==> config.mk <==
export PLATFORM = sky130hd
export DESIGN_NAME = instr_fetch_obi_top
export DESIGN_NICKNAME = d
export VERILOG_FILES = /design/src/logic/obi_sec_pkg.sv /design/src/logic/obi_bus_pkg.sv /design/src/logic/fetch_addr_gen.sv /design/src/logic/obi_integrity_fifo.sv /design/src/logic/instr_obi_adapter.sv /design/src/logic/instr_fetch_obi_top.sv
export SDC_FILE = /design/constraint.sdc
export NUM_CORES = 1
export LEC_CHECK = 0
export BUFFER_PORTS_ARGS = -buffer_cell sky130_fd_sc_hd__buf_2
export CAP_MARGIN = 20
export CORE_MARGIN = 4
export CORE_UTILIZATION = 50
export CTS_BUF_LIST = sky130_fd_sc_hd__clkbuf_8
export CTS_CLUSTER_DIAMETER = 30
export CTS_CLUSTER_SIZE = 28
export DETAILED_ROUTE_END_ITERATION = 16
export PLACE_DENSITY = 0.76
export SLEW_MARGIN = 5
export SYNTH_ARGS = -nofsm -noshare
export SYNTH_HDL_FRONTEND = slang
export SYNTH_SLANG_ARGS = --single-unit
==> constraint.sdc <==
create_clock -name clk -period 3 [get_ports clk]
set_input_delay 0.15 -clock clk [delete_from_list [all_inputs] [get_ports clk]]
set_output_delay 0.15 -clock clk [all_outputs]
set_load 0.02 [all_outputs]
==> src/logic/obi_sec_pkg.sv <==
//////////////////////////////////////////////////
// Security controls and checksum rules for OBI
// achk covers a read-only address phase, so
// be = 4'b1111 and we = 0 are fixed inputs
//////////////////////////////////////////////////

package obi_sec_pkg;

  // Checksum widths
  localparam int ACHK_W = 6;
  localparam int RCHK_W = 5;

  // Security enables, static during operation
  typedef struct packed {
    logic integrity_en;  // rchk check on integrity region
    logic parity_en;     // gnt and rvalid parity checks
  } sec_ctrl_t;

  // Address phase checksum
  // Bits 3:0 even byte parity of the word address, bits 1:0 read as zero
  // Bit 4 odd parity of prot and dbg, bit 5 odd parity of be and we
  function automatic logic [ACHK_W-1:0] calc_achk(input logic [31:0] addr,
                                                  input logic [2:0]  prot,
                                                  input logic        dbg);
    return {~^{4'b1111, 1'b0}, ~^{prot, dbg},
            ^addr[31:24], ^addr[23:16], ^addr[15:8], ^{addr[7:2], 2'b00}};
  endfunction

  // Response checksum
  // Bits 3:0 even byte parity of rdata, bit 4 even parity of err
  function automatic logic [RCHK_W-1:0] calc_rchk(input logic [31:0] rdata,
                                                  input logic        err);
    return {^err, ^rdata[31:24], ^rdata[23:16], ^rdata[15:8], ^rdata[7:0]};
  endfunction

endpackage

==> src/logic/obi_bus_pkg.sv <==
//////////////////////////////////////////////////
// OBI instruction-side channel payloads
// Read-only bus, no wdata, be, we or atop fields
// Checksum widths come from the security package
//////////////////////////////////////////////////

package obi_bus_pkg;

  import obi_sec_pkg::*;

  // prot encoding {mode[1:0], data}, machine mode instruction fetch
  localparam logic [2:0] PROT_M_FETCH = 3'b110;

  // Address phase payload
  typedef struct packed {
    logic [31:0]       addr;       // word address, bits 1:0 zero
    logic [2:0]        prot;
    logic              dbg;        // fetch issued in debug mode
    logic              integrity;  // target lies in integrity region
    logic [ACHK_W-1:0] achk;
  } obi_a_t;

  // Response channel payload
  typedef struct packed {
    logic [31:0]       rdata;
    logic              err;
    logic [RCHK_W-1:0] rchk;
  } obi_r_t;

  // Response handed to the fetch consumer
  typedef struct packed {
    logic [31:0] rdata;
    logic        err;            // bus error from slave
    logic        integrity_err;  // any parity or checksum fault on this response
    logic        integrity;      // response came from integrity region
  } instr_resp_t;

  // Adapter FSM states
  typedef enum logic {
    TRANSPARENT,  // A channel follows the request
    REGISTERED    // A channel driven from held register
  } obi_if_state_e;

  // Held A channel register after reset
  localparam obi_a_t OBI_A_RESET_VAL = '{addr: 32'h0, prot: PROT_M_FETCH, dbg: 1'b0,
                                         integrity: 1'b0, achk: '0};

endpackage

==> src/logic/fetch_addr_gen.sv <==
//////////////////////////////////////////////////
// Sequential word fetch address generator
// Starts at address 0, use redirect to boot elsewhere
// Credits limit fetches in flight to MAX_OUTSTANDING
//////////////////////////////////////////////////
`timescale 1ns/100ps

module fetch_addr_gen import obi_bus_pkg::*; #(
  parameter int MAX_OUTSTANDING = 2
) (
  input  logic        clk,
  input  logic        rst_n,
  input  logic        fetch_en_i,
  input  logic        redirect_i,
  input  logic [31:0] redirect_addr_i,
  input  logic        dbg_mode_i,
  output logic        trans_valid_o,
  input  logic        trans_ready_i,
  output obi_a_t      trans_o,
  input  logic        resp_valid_i
);

  localparam int CNT_W = $clog2(MAX_OUTSTANDING + 1);

  logic [31:0]      addr_q;
  logic [31:0]      pend_addr_q;  // redirect target parked behind a held request
  logic             pend_q;
  logic [CNT_W-1:0] credit_q;     // requests accepted and not yet answered
  logic             xfer;
  logic             held;

  // No new request once every credit is in use
  assign trans_valid_o = fetch_en_i && (credit_q < CNT_W'(MAX_OUTSTANDING));
  assign xfer          = trans_valid_o && trans_ready_i;
  // Request offered but not taken, payload must not move
  assign held          = trans_valid_o && !trans_ready_i;

  always_comb begin
    trans_o           = OBI_A_RESET_VAL;
    trans_o.addr      = {addr_q[31:2], 2'b00};
    trans_o.prot      = PROT_M_FETCH;
    trans_o.dbg       = dbg_mode_i;
    // Stand-in for the PMA, upper half of memory is protected
    trans_o.integrity = addr_q[31];
    // achk is filled in by the adapter
  end

  always_ff @(posedge clk or negedge rst_n) begin
    if (!rst_n) begin
      addr_q   <= 32'h0;
      pend_q   <= 1'b0;
      credit_q <= '0;
    end else begin
      // Redirect beats sequential advance, but waits for a held request
      if (redirect_i && held) begin
        pend_q <= 1'b1;
      end else if (redirect_i) begin
        addr_q <= redirect_addr_i;
        pend_q <= 1'b0;
      end else if (pend_q && !held) begin
        addr_q <= pend_addr_q;
        pend_q <= 1'b0;
      end else if (xfer) begin
        addr_q <= addr_q + 32'd4;
      end
      // Credit up on accept, down on response, both cancel out
      if (xfer && !resp_valid_i) begin
        credit_q <= credit_q + 1'b1;
      end else if (!xfer && resp_valid_i) begin
        credit_q <= credit_q - 1'b1;
      end
    end
  end

  // Parked target, only read while pend_q is set
  always_ff @(posedge clk) begin
    if (redirect_i && held) begin
      pend_addr_q <= redirect_addr_i;
    end
  end

endmodule

==> src/logic/obi_integrity_fifo.sv <==
//////////////////////////////////////////////////
// Per-transfer attribute FIFO for OBI responses
// Assumes in-order responses and at most
// MAX_OUTSTANDING granted transfers in flight
//////////////////////////////////////////////////
`timescale 1ns/100ps

module obi_integrity_fifo import obi_bus_pkg::*, obi_sec_pkg::*; #(
  parameter int MAX_OUTSTANDING = 2
) (
  input  logic      clk,
  input  logic      rst_n,
  input  logic      gntpar_err_i,
  input  logic      trans_integrity_i,
  input  sec_ctrl_t sec_ctrl_i,
  input  logic      obi_req_i,
  input  logic      obi_gnt_i,
  input  logic      obi_rvalid_i,
  input  obi_r_t    obi_r_i,
  output logic      gntpar_err_resp_o,
  output logic      integrity_resp_o,
  output logic      rchk_err_resp_o,
  output logic      protocol_err_o
);

  localparam int PTR_W = (MAX_OUTSTANDING > 1) ? $clog2(MAX_OUTSTANDING) : 1;
  localparam int CNT_W = $clog2(MAX_OUTSTANDING + 1);

  // What a response needs to know about its own request
  typedef struct packed {
    logic gntpar_err;
    logic integrity;
  } attr_t;

  attr_t             fifo_q [MAX_OUTSTANDING];
  attr_t             wr_attr;
  attr_t             head;
  logic [PTR_W-1:0]  wr_ptr_q;
  logic [PTR_W-1:0]  rd_ptr_q;
  logic [CNT_W-1:0]  cnt_q;
  logic              empty;
  logic              wr_en;
  logic              rd_en;
  logic [RCHK_W-1:0] rchk_exp;

  assign empty = (cnt_q == '0);
  // Push on address handshake, pop on response
  assign wr_en = obi_req_i && obi_gnt_i;
  assign rd_en = obi_rvalid_i && !empty;

  assign wr_attr.gntpar_err = gntpar_err_i;
  assign wr_attr.integrity  = trans_integrity_i;
  assign head               = fifo_q[rd_ptr_q];

  //////////////////////////////////////////////////
  // Response side lookups
  //////////////////////////////////////////////////

  assign rchk_exp = calc_rchk(obi_r_i.rdata, obi_r_i.err);

  // Only valid with rvalid, zero when no entry is waiting
  assign gntpar_err_resp_o = rd_en && head.gntpar_err;
  assign integrity_resp_o  = rd_en && head.integrity;
  // rchk checked only for protected targets
  assign rchk_err_resp_o   = rd_en && head.integrity && sec_ctrl_i.integrity_en &&
                             (rchk_exp != obi_r_i.rchk);
  // Response with nothing in flight
  assign protocol_err_o    = obi_rvalid_i && empty;

  //////////////////////////////////////////////////
  // Pointers and count
  //////////////////////////////////////////////////

  always_ff @(posedge clk or negedge rst_n) begin
    if (!rst_n) begin
      wr_ptr_q <= '0;
      rd_ptr_q <= '0;
      cnt_q    <= '0;
    end else begin
      if (wr_en) begin
        wr_ptr_q <= (wr_ptr_q == PTR_W'(MAX_OUTSTANDING - 1)) ? '0 : wr_ptr_q + 1'b1;
      end
      if (rd_en) begin
        rd_ptr_q <= (rd_ptr_q == PTR_W'(MAX_OUTSTANDING - 1)) ? '0 : rd_ptr_q + 1'b1;
      end
      // Push and pop together leave the count alone
      if (wr_en && !rd_en) begin
        cnt_q <= cnt_q + 1'b1;
      end else if (!wr_en && rd_en) begin
        cnt_q <= cnt_q - 1'b1;
      end
    end
  end

  // Entry storage, read only when the count says it is live
  always_ff @(posedge clk) begin
    if (wr_en) begin
      fifo_q[wr_ptr_q] <= wr_attr;
    end
  end

endmodule

==> src/logic/instr_obi_adapter.sv <==
//////////////////////////////////////////////////
// OBI instruction adapter with integrity checks
// Consumer must accept every response, no stall
// Outstanding count is limited upstream
//////////////////////////////////////////////////
`timescale 1ns/100ps

module instr_obi_adapter import obi_bus_pkg::*, obi_sec_pkg::*; #(
  parameter int MAX_OUTSTANDING = 2
) (
  input  logic        clk,
  input  logic        rst_n,
  // Fetch request side
  input  logic        trans_valid_i,
  output logic        trans_ready_o,
  input  obi_a_t      trans_i,
  // Fetch response side
  output logic        resp_valid_o,
  output instr_resp_t resp_o,
  output logic        alert_major_o,
  input  sec_ctrl_t   sec_ctrl_i,
  // OBI A channel
  output logic        obi_req_o,
  output logic        obi_reqpar_o,
  output obi_a_t      obi_a_o,
  input  logic        obi_gnt_i,
  input  logic        obi_gntpar_i,
  // OBI R channel
  input  logic        obi_rvalid_i,
  input  logic        obi_rvalidpar_i,
  input  obi_r_t      obi_r_i
);

  obi_if_state_e state_q;
  obi_if_state_e next_state;
  obi_a_t        obi_a_q;        // A channel frozen while ungranted
  logic          gntpar_err;     // immediate
  logic          rvalidpar_err;  // immediate
  logic          gntpar_err_resp;
  logic          integrity_resp;
  logic          rchk_err_resp;
  logic          protocol_err;

  //////////////////////////////////////////////////
  // A channel FSM
  //////////////////////////////////////////////////

  always_comb begin
    next_state = state_q;
    case (state_q)
      // Ungranted request must be frozen from next cycle on
      TRANSPARENT: if (obi_req_o && !obi_gnt_i) next_state = REGISTERED;
      REGISTERED:  if (obi_gnt_i) next_state = TRANSPARENT;
      default:     next_state = TRANSPARENT;
    endcase
  end

  always_comb begin
    if (state_q == TRANSPARENT) begin
      obi_req_o    = trans_valid_i;
      obi_a_o      = trans_i;
      obi_a_o.achk = calc_achk(trans_i.addr, trans_i.prot, trans_i.dbg);
    end else begin
      // Request is never retracted before gnt
      obi_req_o = 1'b1;
      obi_a_o   = obi_a_q;
    end
  end

  assign obi_reqpar_o  = !obi_req_o;
  // Held request occupies the channel, next one waits
  assign trans_ready_o = (state_q == TRANSPARENT);

  always_ff @(posedge clk or negedge rst_n) begin
    if (!rst_n) begin
      state_q <= TRANSPARENT;
      obi_a_q <= OBI_A_RESET_VAL;
    end else begin
      state_q <= next_state;
      if (state_q == TRANSPARENT && next_state == REGISTERED) begin
        obi_a_q <= obi_a_o;
      end
    end
  end

  //////////////////////////////////////////////////
  // R channel and alerts
  //////////////////////////////////////////////////

  // Parity twin must always be the inverse
  assign gntpar_err    = sec_ctrl_i.parity_en && (obi_gnt_i == obi_gntpar_i);
  assign rvalidpar_err = sec_ctrl_i.parity_en && (obi_rvalid_i == obi_rvalidpar_i);

  // Responses pass straight through, zero latency
  assign resp_valid_o = obi_rvalid_i;

  always_comb begin
    resp_o.rdata         = obi_r_i.rdata;
    resp_o.err           = obi_r_i.err;
    resp_o.integrity_err = rvalidpar_err || gntpar_err_resp || rchk_err_resp;
    resp_o.integrity     = integrity_resp;
  end

  // Any fault raises the alert in the cycle it is seen
  assign alert_major_o = rchk_err_resp || rvalidpar_err || gntpar_err || protocol_err;

  // Integrity flag taken from the granted payload, not the next request
  obi_integrity_fifo #(
    .MAX_OUTSTANDING (MAX_OUTSTANDING)
  ) u_integrity_fifo (
    .clk               (clk),
    .rst_n             (rst_n),
    .gntpar_err_i      (gntpar_err),
    .trans_integrity_i (obi_a_o.integrity),
    .sec_ctrl_i        (sec_ctrl_i),
    .obi_req_i         (obi_req_o),
    .obi_gnt_i         (obi_gnt_i),
    .obi_rvalid_i      (obi_rvalid_i),
    .obi_r_i           (obi_r_i),
    .gntpar_err_resp_o (gntpar_err_resp),
    .integrity_resp_o  (integrity_resp),
    .rchk_err_resp_o   (rchk_err_resp),
    .protocol_err_o    (protocol_err)
  );

endmodule

==> src/logic/instr_fetch_obi_top.sv <==
//////////////////////////////////////////////////
// Instruction fetch bus unit, OBI master side
// sec_ctrl_i must be static while fetching
//////////////////////////////////////////////////
`timescale 1ns/100ps

module instr_fetch_obi_top import obi_bus_pkg::*, obi_sec_pkg::*; #(
  parameter int MAX_OUTSTANDING = 2  // 1 to 4
) (
  input  logic        clk,
  input  logic        rst_n,
  // Fetch control
  input  logic        fetch_en_i,
  input  logic        redirect_i,
  input  logic [31:0] redirect_addr_i,
  input  logic        dbg_mode_i,
  input  sec_ctrl_t   sec_ctrl_i,
  // Fetch responses
  output logic        resp_valid_o,
  output instr_resp_t resp_o,
  output logic        alert_major_o,
  // OBI bus
  output logic        obi_req_o,
  output logic        obi_reqpar_o,
  output obi_a_t      obi_a_o,
  input  logic        obi_gnt_i,
  input  logic        obi_gntpar_i,
  input  logic        obi_rvalid_i,
  input  logic        obi_rvalidpar_i,
  input  obi_r_t      obi_r_i
);

  logic   trans_valid;
  logic   trans_ready;
  obi_a_t trans;

  // Response strobe also returns credits to the generator
  fetch_addr_gen #(
    .MAX_OUTSTANDING (MAX_OUTSTANDING)
  ) u_fetch_addr_gen (
    .clk             (clk),
    .rst_n           (rst_n),
    .fetch_en_i      (fetch_en_i),
    .redirect_i      (redirect_i),
    .redirect_addr_i (redirect_addr_i),
    .dbg_mode_i      (dbg_mode_i),
    .trans_valid_o   (trans_valid),
    .trans_ready_i   (trans_ready),
    .trans_o         (trans),
    .resp_valid_i    (resp_valid_o)
  );

  instr_obi_adapter #(
    .MAX_OUTSTANDING (MAX_OUTSTANDING)
  ) u_instr_obi_adapter (
    .clk             (clk),
    .rst_n           (rst_n),
    .trans_valid_i   (trans_valid),
    .trans_ready_o   (trans_ready),
    .trans_i         (trans),
    .resp_valid_o    (resp_valid_o),
    .resp_o          (resp_o),
    .alert_major_o   (alert_major_o),
    .sec_ctrl_i      (sec_ctrl_i),
    .obi_req_o       (obi_req_o),
    .obi_reqpar_o    (obi_reqpar_o),
    .obi_a_o         (obi_a_o),
    .obi_gnt_i       (obi_gnt_i),
    .obi_gntpar_i    (obi_gntpar_i),
    .obi_rvalid_i    (obi_rvalid_i),
    .obi_rvalidpar_i (obi_rvalidpar_i),
    .obi_r_i         (obi_r_i)
  );

endmodule

== Word level (Yosys, flattened, before mapping) ==
Memories as Yosys holds them, arrays and structs flattened.
Index checks and enable logic that the tools add are counted.

* Magnitude comparators: 1
* Divide/modulo/power cells: 0
* Equal/unequal tests: 3
* Reduce and logical (&&, ||, !) cells: 48
* Mux-type cells: 19
* $mul: 0
* Add/subtract/negate cells: 7
* Shifts and indexed selects: 0
* Bitwise logic cells: 2

{| class="wikitable"
|+ Operator list
! kind !! number
|-
| $mux W32 || 3
|-
| $reduce_xor A8 Y1 || 8
|-
| $mux W43 || 1
|-
| $add A32 B3 Y32 const B || 1
|-
| $logic_and A1 B1 Y1 || 20
|-
| $mux W1 || 10
|-
| $logic_not A1 Y1 || 8
|-
| $mux W2 || 4
|-
| $reduce_bool A3 Y1 || 2
|-
| $logic_or A1 B1 Y1 || 5
|-
| $ne A5 B5 Y1 || 1
|-
| $add A2 B1 Y2 const B || 2
|-
| $reduce_bool A2 Y1 || 2
|-
| $reduce_xnor A4 Y1 || 1
|-
| $sub A2 B1 Y2 const B || 2
|-
| $add A1 B1 Y1 const B || 2
|-
| $eq A1 B1 Y1 || 2
|-
| $logic_not A2 Y1 || 1
|-
| $lt A2 B2 Y1 const B || 1
|-
| $not A1 Y1 || 2
|-
| $pmux W1 S2 || 1
|-
| $reduce_and A2 Y1 || 1
|}

* Latch bits: 0
* Output and inout bits: 82
* Input port bits: 81
* ROM bits: 0
* Memories kept: 1
* RAM bits: 4
* Bits in registers: 115

{| class="wikitable"
|+ Memory list
! name !! depth !! bits a word !! read ports !! clocked after memory_dff !! write ports !! RTL line !! RTL
|-
| u_instr_obi_adapter.u_integrity_fifo.fifo_q || 2 || 2 || 1 || 0 || 1 || obi_integrity_fifo.sv:35 || <nowiki>attr_t fifo_q [MAX_OUTSTANDING];</nowiki>
|}

== Longest topological paths before layout ==
* Depth in word-level cells: 9
* Gate-level depth with buffers: 9
* Depth with buffers taken out: 8

== Modules after synthesis ==
From an unflattened synthesis, not the netlist that was laid out.

* Cell total of the unflattened synthesis: 621
* Area, all modules: 6916.6 um^2

{| class="wikitable"
|+ Modules (own cells, without submodules)
! module !! times used !! cells each !! area an instance (um^2) !! seq. area each (um^2)
|-
| fetch_addr_gen || 1 || 346 || 3524.6 || 1726.7
|-
| instr_obi_adapter || 1 || 217 || 2733.9 || 1103.6
|-
| obi_integrity_fifo || 1 || 58 || 658.1 || 220.2
|}

== Worst setup path after synthesis ==
No wires, ideal clock.

* Kind: flip-flop to flip-flop
* Start: register u_instr_obi_adapter.state_q
* End: register u_fetch_addr_gen.pend_addr_q[10] (enable)
* Period minus slack after synthesis: 2380 ps
* Data arrival time: 1963 ps
* Setup slack: 620 ps
* Data required time: 2583 ps
* Stages on the path, launching flop included: 4
* Path buffers: 1
* Cell sequence: dfrtp_1 > buf_2 > nand3b_1 > nor2_1

* Longest elaborated chain between the ends: 2

{| class="wikitable"
|+ Ends and longest elaborated chain
! element !! RTL line !! RTL
|-
| start: declaration || instr_obi_adapter.sv:34 || <nowiki>obi_if_state_e state_q;</nowiki>
|-
| start signal: assignment || instr_obi_adapter.sv:79 || <nowiki>state_q <= next_state;</nowiki>
|-
| $logic_and A1 B1 Y1 || fetch_addr_gen.sv:36 || <nowiki>assign held = trans_valid_o && !trans_ready_i;</nowiki>
|-
| $logic_and A1 B1 Y1 || fetch_addr_gen.sv:77 || <nowiki>if (redirect_i && held) begin</nowiki>
|-
| end signal: assignment || fetch_addr_gen.sv:78 || <nowiki>pend_addr_q <= redirect_addr_i;</nowiki>
|-
| end: declaration || fetch_addr_gen.sv:26 || <nowiki>logic [31:0] pend_addr_q;</nowiki>
|}

Every way passes these cells.
A chain may end at the register's enable or synchronous reset.

==> impl_metrics.tcl <==
set metrics [dict create \
    status "finished clean" \
    synth_seq_cells 115 \
    die-area_um2 14940 \
    drive_above_1_share_pct 33.93 \
    fp.dieW_um 122.2 \
    grt_pass1_wl_mm 25.83 \
    r2r_cells 7 \
    synth_largest_area_cell "dfrtp_1" \
    max-slew-margin-rel_pct 53.34 \
    via_count 5154 \
    io_buffers 160 \
    first_pass_iters 5 \
    cts_sinks 115 \
    p_per_area_nw_per_um2 874.4 \
    yosys_warnings 0 \
    synth-edff-count 34 \
    end_kind "primary output" \
    grt_max_degree 56 \
    min_path_type "primary input to register" \
    grt-ovfl-total 0 \
    synth_xor_area_share_pct 9.893 \
    ys_seq_area_share_pct 46.74 \
    area_growth_pct 21.64 \
    synth_adder_area_share_pct 3.067 \
    grt_pass1_vias 5265 \
    ios 163 \
    hp-start "sec_ctrl_i[0]" \
    synth_area_um2 6526 \
    post_drt_wl_per_cell_um 16.72 \
    synth_ff_type "dfrtp_1" \
    skew_ns 0.007142 \
    rows 41 \
    setup_slack_ns 0.7603 \
    place_hpwl_mm 11.36 \
    synth_compound_area_share_pct 10.41 \
    peakVddDrop_v 0.0005732 \
    clk_transition_reported_paths_ns 0.06 \
    crit_required_ns 2.85 \
    cpMostUsedCell "xnor2_1" \
    drt_iter0_drc 294 \
    synth_fp_nets 714 \
    fin_crit_sh_pct 74.66 \
    fmax_mhz 446.5 \
    yosys-mux-area-fraction_pct 11.00 \
    ys_top_cells_by_area "dfrtp_1, edfxtp_1, mux2_2" \
    netlist_instances 617 \
    viasPerCell 5.374 \
    synth_top_family_by_area "simple AND/OR/NAND/NOR gates" \
    hold_violations 0 \
    place_ws_ns 0.8591 \
    synth_area_per_cell_um2 10.58 \
    crit_type "register to primary output" \
    pwr-share-comb_pct 45.3 \
    p_sw_w 0.002769 \
    cp-start-kind "register" \
    postCtsSetupBuffers 0 \
    core_um2 12720 \
    start_util_pct 51.30 \
    synth_most_common_cell "dfrtp_1" \
    worstHoldPathCells 2 \
    finalMaxSlewViolations 0 \
    power_leakage_nw 3.482 \
    period_needed_ns 2.240 \
    crit_path_cell_trace "ha_1 -> xor2_1 -> xnor2_1 -> xnor2_1 -> o21ai_0 -> buf_2" \
    synthTopCellsByCount "dfrtp_1, mux2_2, nand2_1, xnor2_1, nor2_1" \
    cts_tree "built" \
    wl_mm 16.03 \
    yosysUniqueCellTypes 49 \
    p_seq_share_pct 36.7 \
    worstPathMaxFanout 6 \
    clockBufferDepth 2 \
    maxCapViolations 0 \
    ant_nets 0 \
    arrival_ns 2.09 \
    ys_async_sr_fraction_pct 70.43 \
    slowest_stage "dfrtp_1" \
    cts_buffers 17 \
    clock_latency_ns 0.43 \
    tightest_slew_ns 0.6999 \
    grt_use_total_pct 22.17 \
    synthSimpleGateAreaFrac_pct 12.54 \
    setup_viol 0 \
    clockRootBuffer "clkbuf_8" \
    pwr-share-clk_pct 18.0 \
    die_y_um 122.2 \
    regToRegEndpoint "u_fetch_addr_gen.addr_q[30]$_DFFE_PN0P_" \
    r2r_slack_ns 0.80 \
    antenna_found_initial 0 \
    drc 0 \
    rsz0062_at_grt "no" \
    min_to "u_instr_obi_adapter.u_integrity_fifo.fifo_q[0][1]$_DFFE_PP_" \
    p_int_w 0.004173 \
    tns_ns 0 \
    htreeDepth 4 \
    gp_congestion 0.8387 \
    nets 871 \
    r2r-start "u_fetch_addr_gen.addr_q[2]$_DFFE_PN0P_" \
    yosysTopAreaCellShare_pct 30.29 \
    swShare_pct 39.89 \
    diodes 0 \
    cpPeakStageDelay_ns 0.47 \
]
[how the worst max path moves through the flow]
| stage | slack (ns) | endpoint | start | cells past startpoint |
|---|---|---|---|---|
| 6_report | 0.76 | obi_a_o[3] | u_fetch_addr_gen.addr_q[26]$_DFFE_PN0P_ | 6 |
| 5_1_grt | 0.57 | obi_a_o[3] | u_fetch_addr_gen.addr_q[26]$_DFFE_PN0P_ | 6 |
| 4_1_cts | 0.72 | obi_a_o[3] | u_fetch_addr_gen.addr_q[26]$_DFFE_PN0P_ | 6 |
| 3_5_place_dp | 0.86 | u_fetch_addr_gen.addr_q[29]$_DFFE_PN0P_ | u_fetch_addr_gen.addr_q[2]$_DFFE_PN0P_ | 6 |
| 3_3_place_gp | 0.94 | u_fetch_addr_gen.addr_q[29]$_DFFE_PN0P_ | u_fetch_addr_gen.addr_q[2]$_DFFE_PN0P_ | 6 |
| 2_1_floorplan | 0.62 | u_fetch_addr_gen.pend_addr_q[10]$_DFFE_PP_ | u_instr_obi_adapter.state_q$_DFF_PN0_ | 3 |
[sequential cells by signal (all words and copies together), names as in the netlist]
signal	cells
u_instr_obi_adapter.obi_a_q	43
u_fetch_addr_gen.addr_q	30
u_fetch_addr_gen.pend_addr_q	30
u_instr_obi_adapter.u_integrity_fifo.fifo_q	4
u_fetch_addr_gen.credit_q	2
u_instr_obi_adapter.u_integrity_fifo.cnt_q	2
u_fetch_addr_gen.pend_q	1
u_instr_obi_adapter.state_q	1
u_instr_obi_adapter.u_integrity_fifo.rd_ptr_q	1
u_instr_obi_adapter.u_integrity_fifo.wr_ptr_q	1
[worst max-delay path, delay by kind of cell (launching register included)]
| family | cells | cell delay (ns) |
|---|---|---|
| flops | 1 | 0.47 |
| xor+xnor | 3 | 0.43 |
| fa+ha+maj | 1 | 0.34 |
| compound gates | 1 | 0.21 |
| buf+inv | 1 | 0.21 |
[layout by cell type, fill, tap and decap left out, drive strengths merged, types with 33 or more instances in the layout]
cell type,netlist,final
a21oi,42,42
buf,51,171
dfrtp,79,79
dlygate4sd3,0,33
edfxtp,34,34
mux2,62,62
nand2,56,56
nor2,43,43
o21ai,37,37
xnor2,47,47
[per-stage QoR]
| step | hold slack, ns | std cells | instance area, µm² | power (W) | utilization (%) |
|---|---|---|---|---|---|
| global placement | 0.1391 | 894 | 7266 | 0.005570 | 57.11 |
| detailed placement | 0.1512 | 894 | 7266 | 0.005699 | 57.11 |
| finish | 0.05529 | 959 | 7939 | 0.006941 | 62.40 |
| CTS | 0.02866 | 959 | 7939 | 0.007008 | 62.40 |
| floorplan | -0.1456 | 617 | 6526 | 0.004754 | - |
| global route | 0.06945 | 959 | 7939 | 0.007425 | 62.40 |
[cell families after synthesis]
group	Yosys count
AND/OR/NAND/NOR	167
buffers and inverters	71
XOR/XNOR	69
AO/OA/AOI/OAI	115
adder cells (fa/ha/maj)	16
multiplexers	64
flip-flops	115
[power by group through the flow]
stage / clock network, W / logic, W / registers (W)
3_3_place_gp: 0 / 0.00304 / 0.00253
2_1_floorplan: 0 / 0.00233 / 0.00243
5_1_grt: 0.00136 / 0.00345 / 0.00261
4_1_cts: 0.00128 / 0.00319 / 0.00254
6_report: 0.00125 / 0.00315 / 0.00255
3_5_place_dp: 0 / 0.00313 / 0.00257
[metal layers]
metal / share of wire (%) / wire, µm / GRT usage, % / vias to the layer above
met4: 1.6 / 261 / 7.698 / 0
met5: 0 / 0 / 0 / -
li1: - / - / - / 2451
met2: 52 / 8289 / 39.54 / 232
met3: 7.4 / 1181 / 4.654 / 23
met1: 39 / 6298 / 26.56 / 2448
[final cells by class]
type                    instances  area (µm²)
fillers                      1072        4783
multi-input cells             431        3069
flip-flops and latches        115        3052
repair buffers                204        1241
clock buffers                  19       261.5
well taps                     172       215.2
clock inverters                13       81.33
inverters                       5       18.77
[what timing repair did]
action	CTS	global route
hold buffers	33	0
hold endpoints to repair	66	0
gates resized for setup	0	0
(Power assumes the default switching activity.)
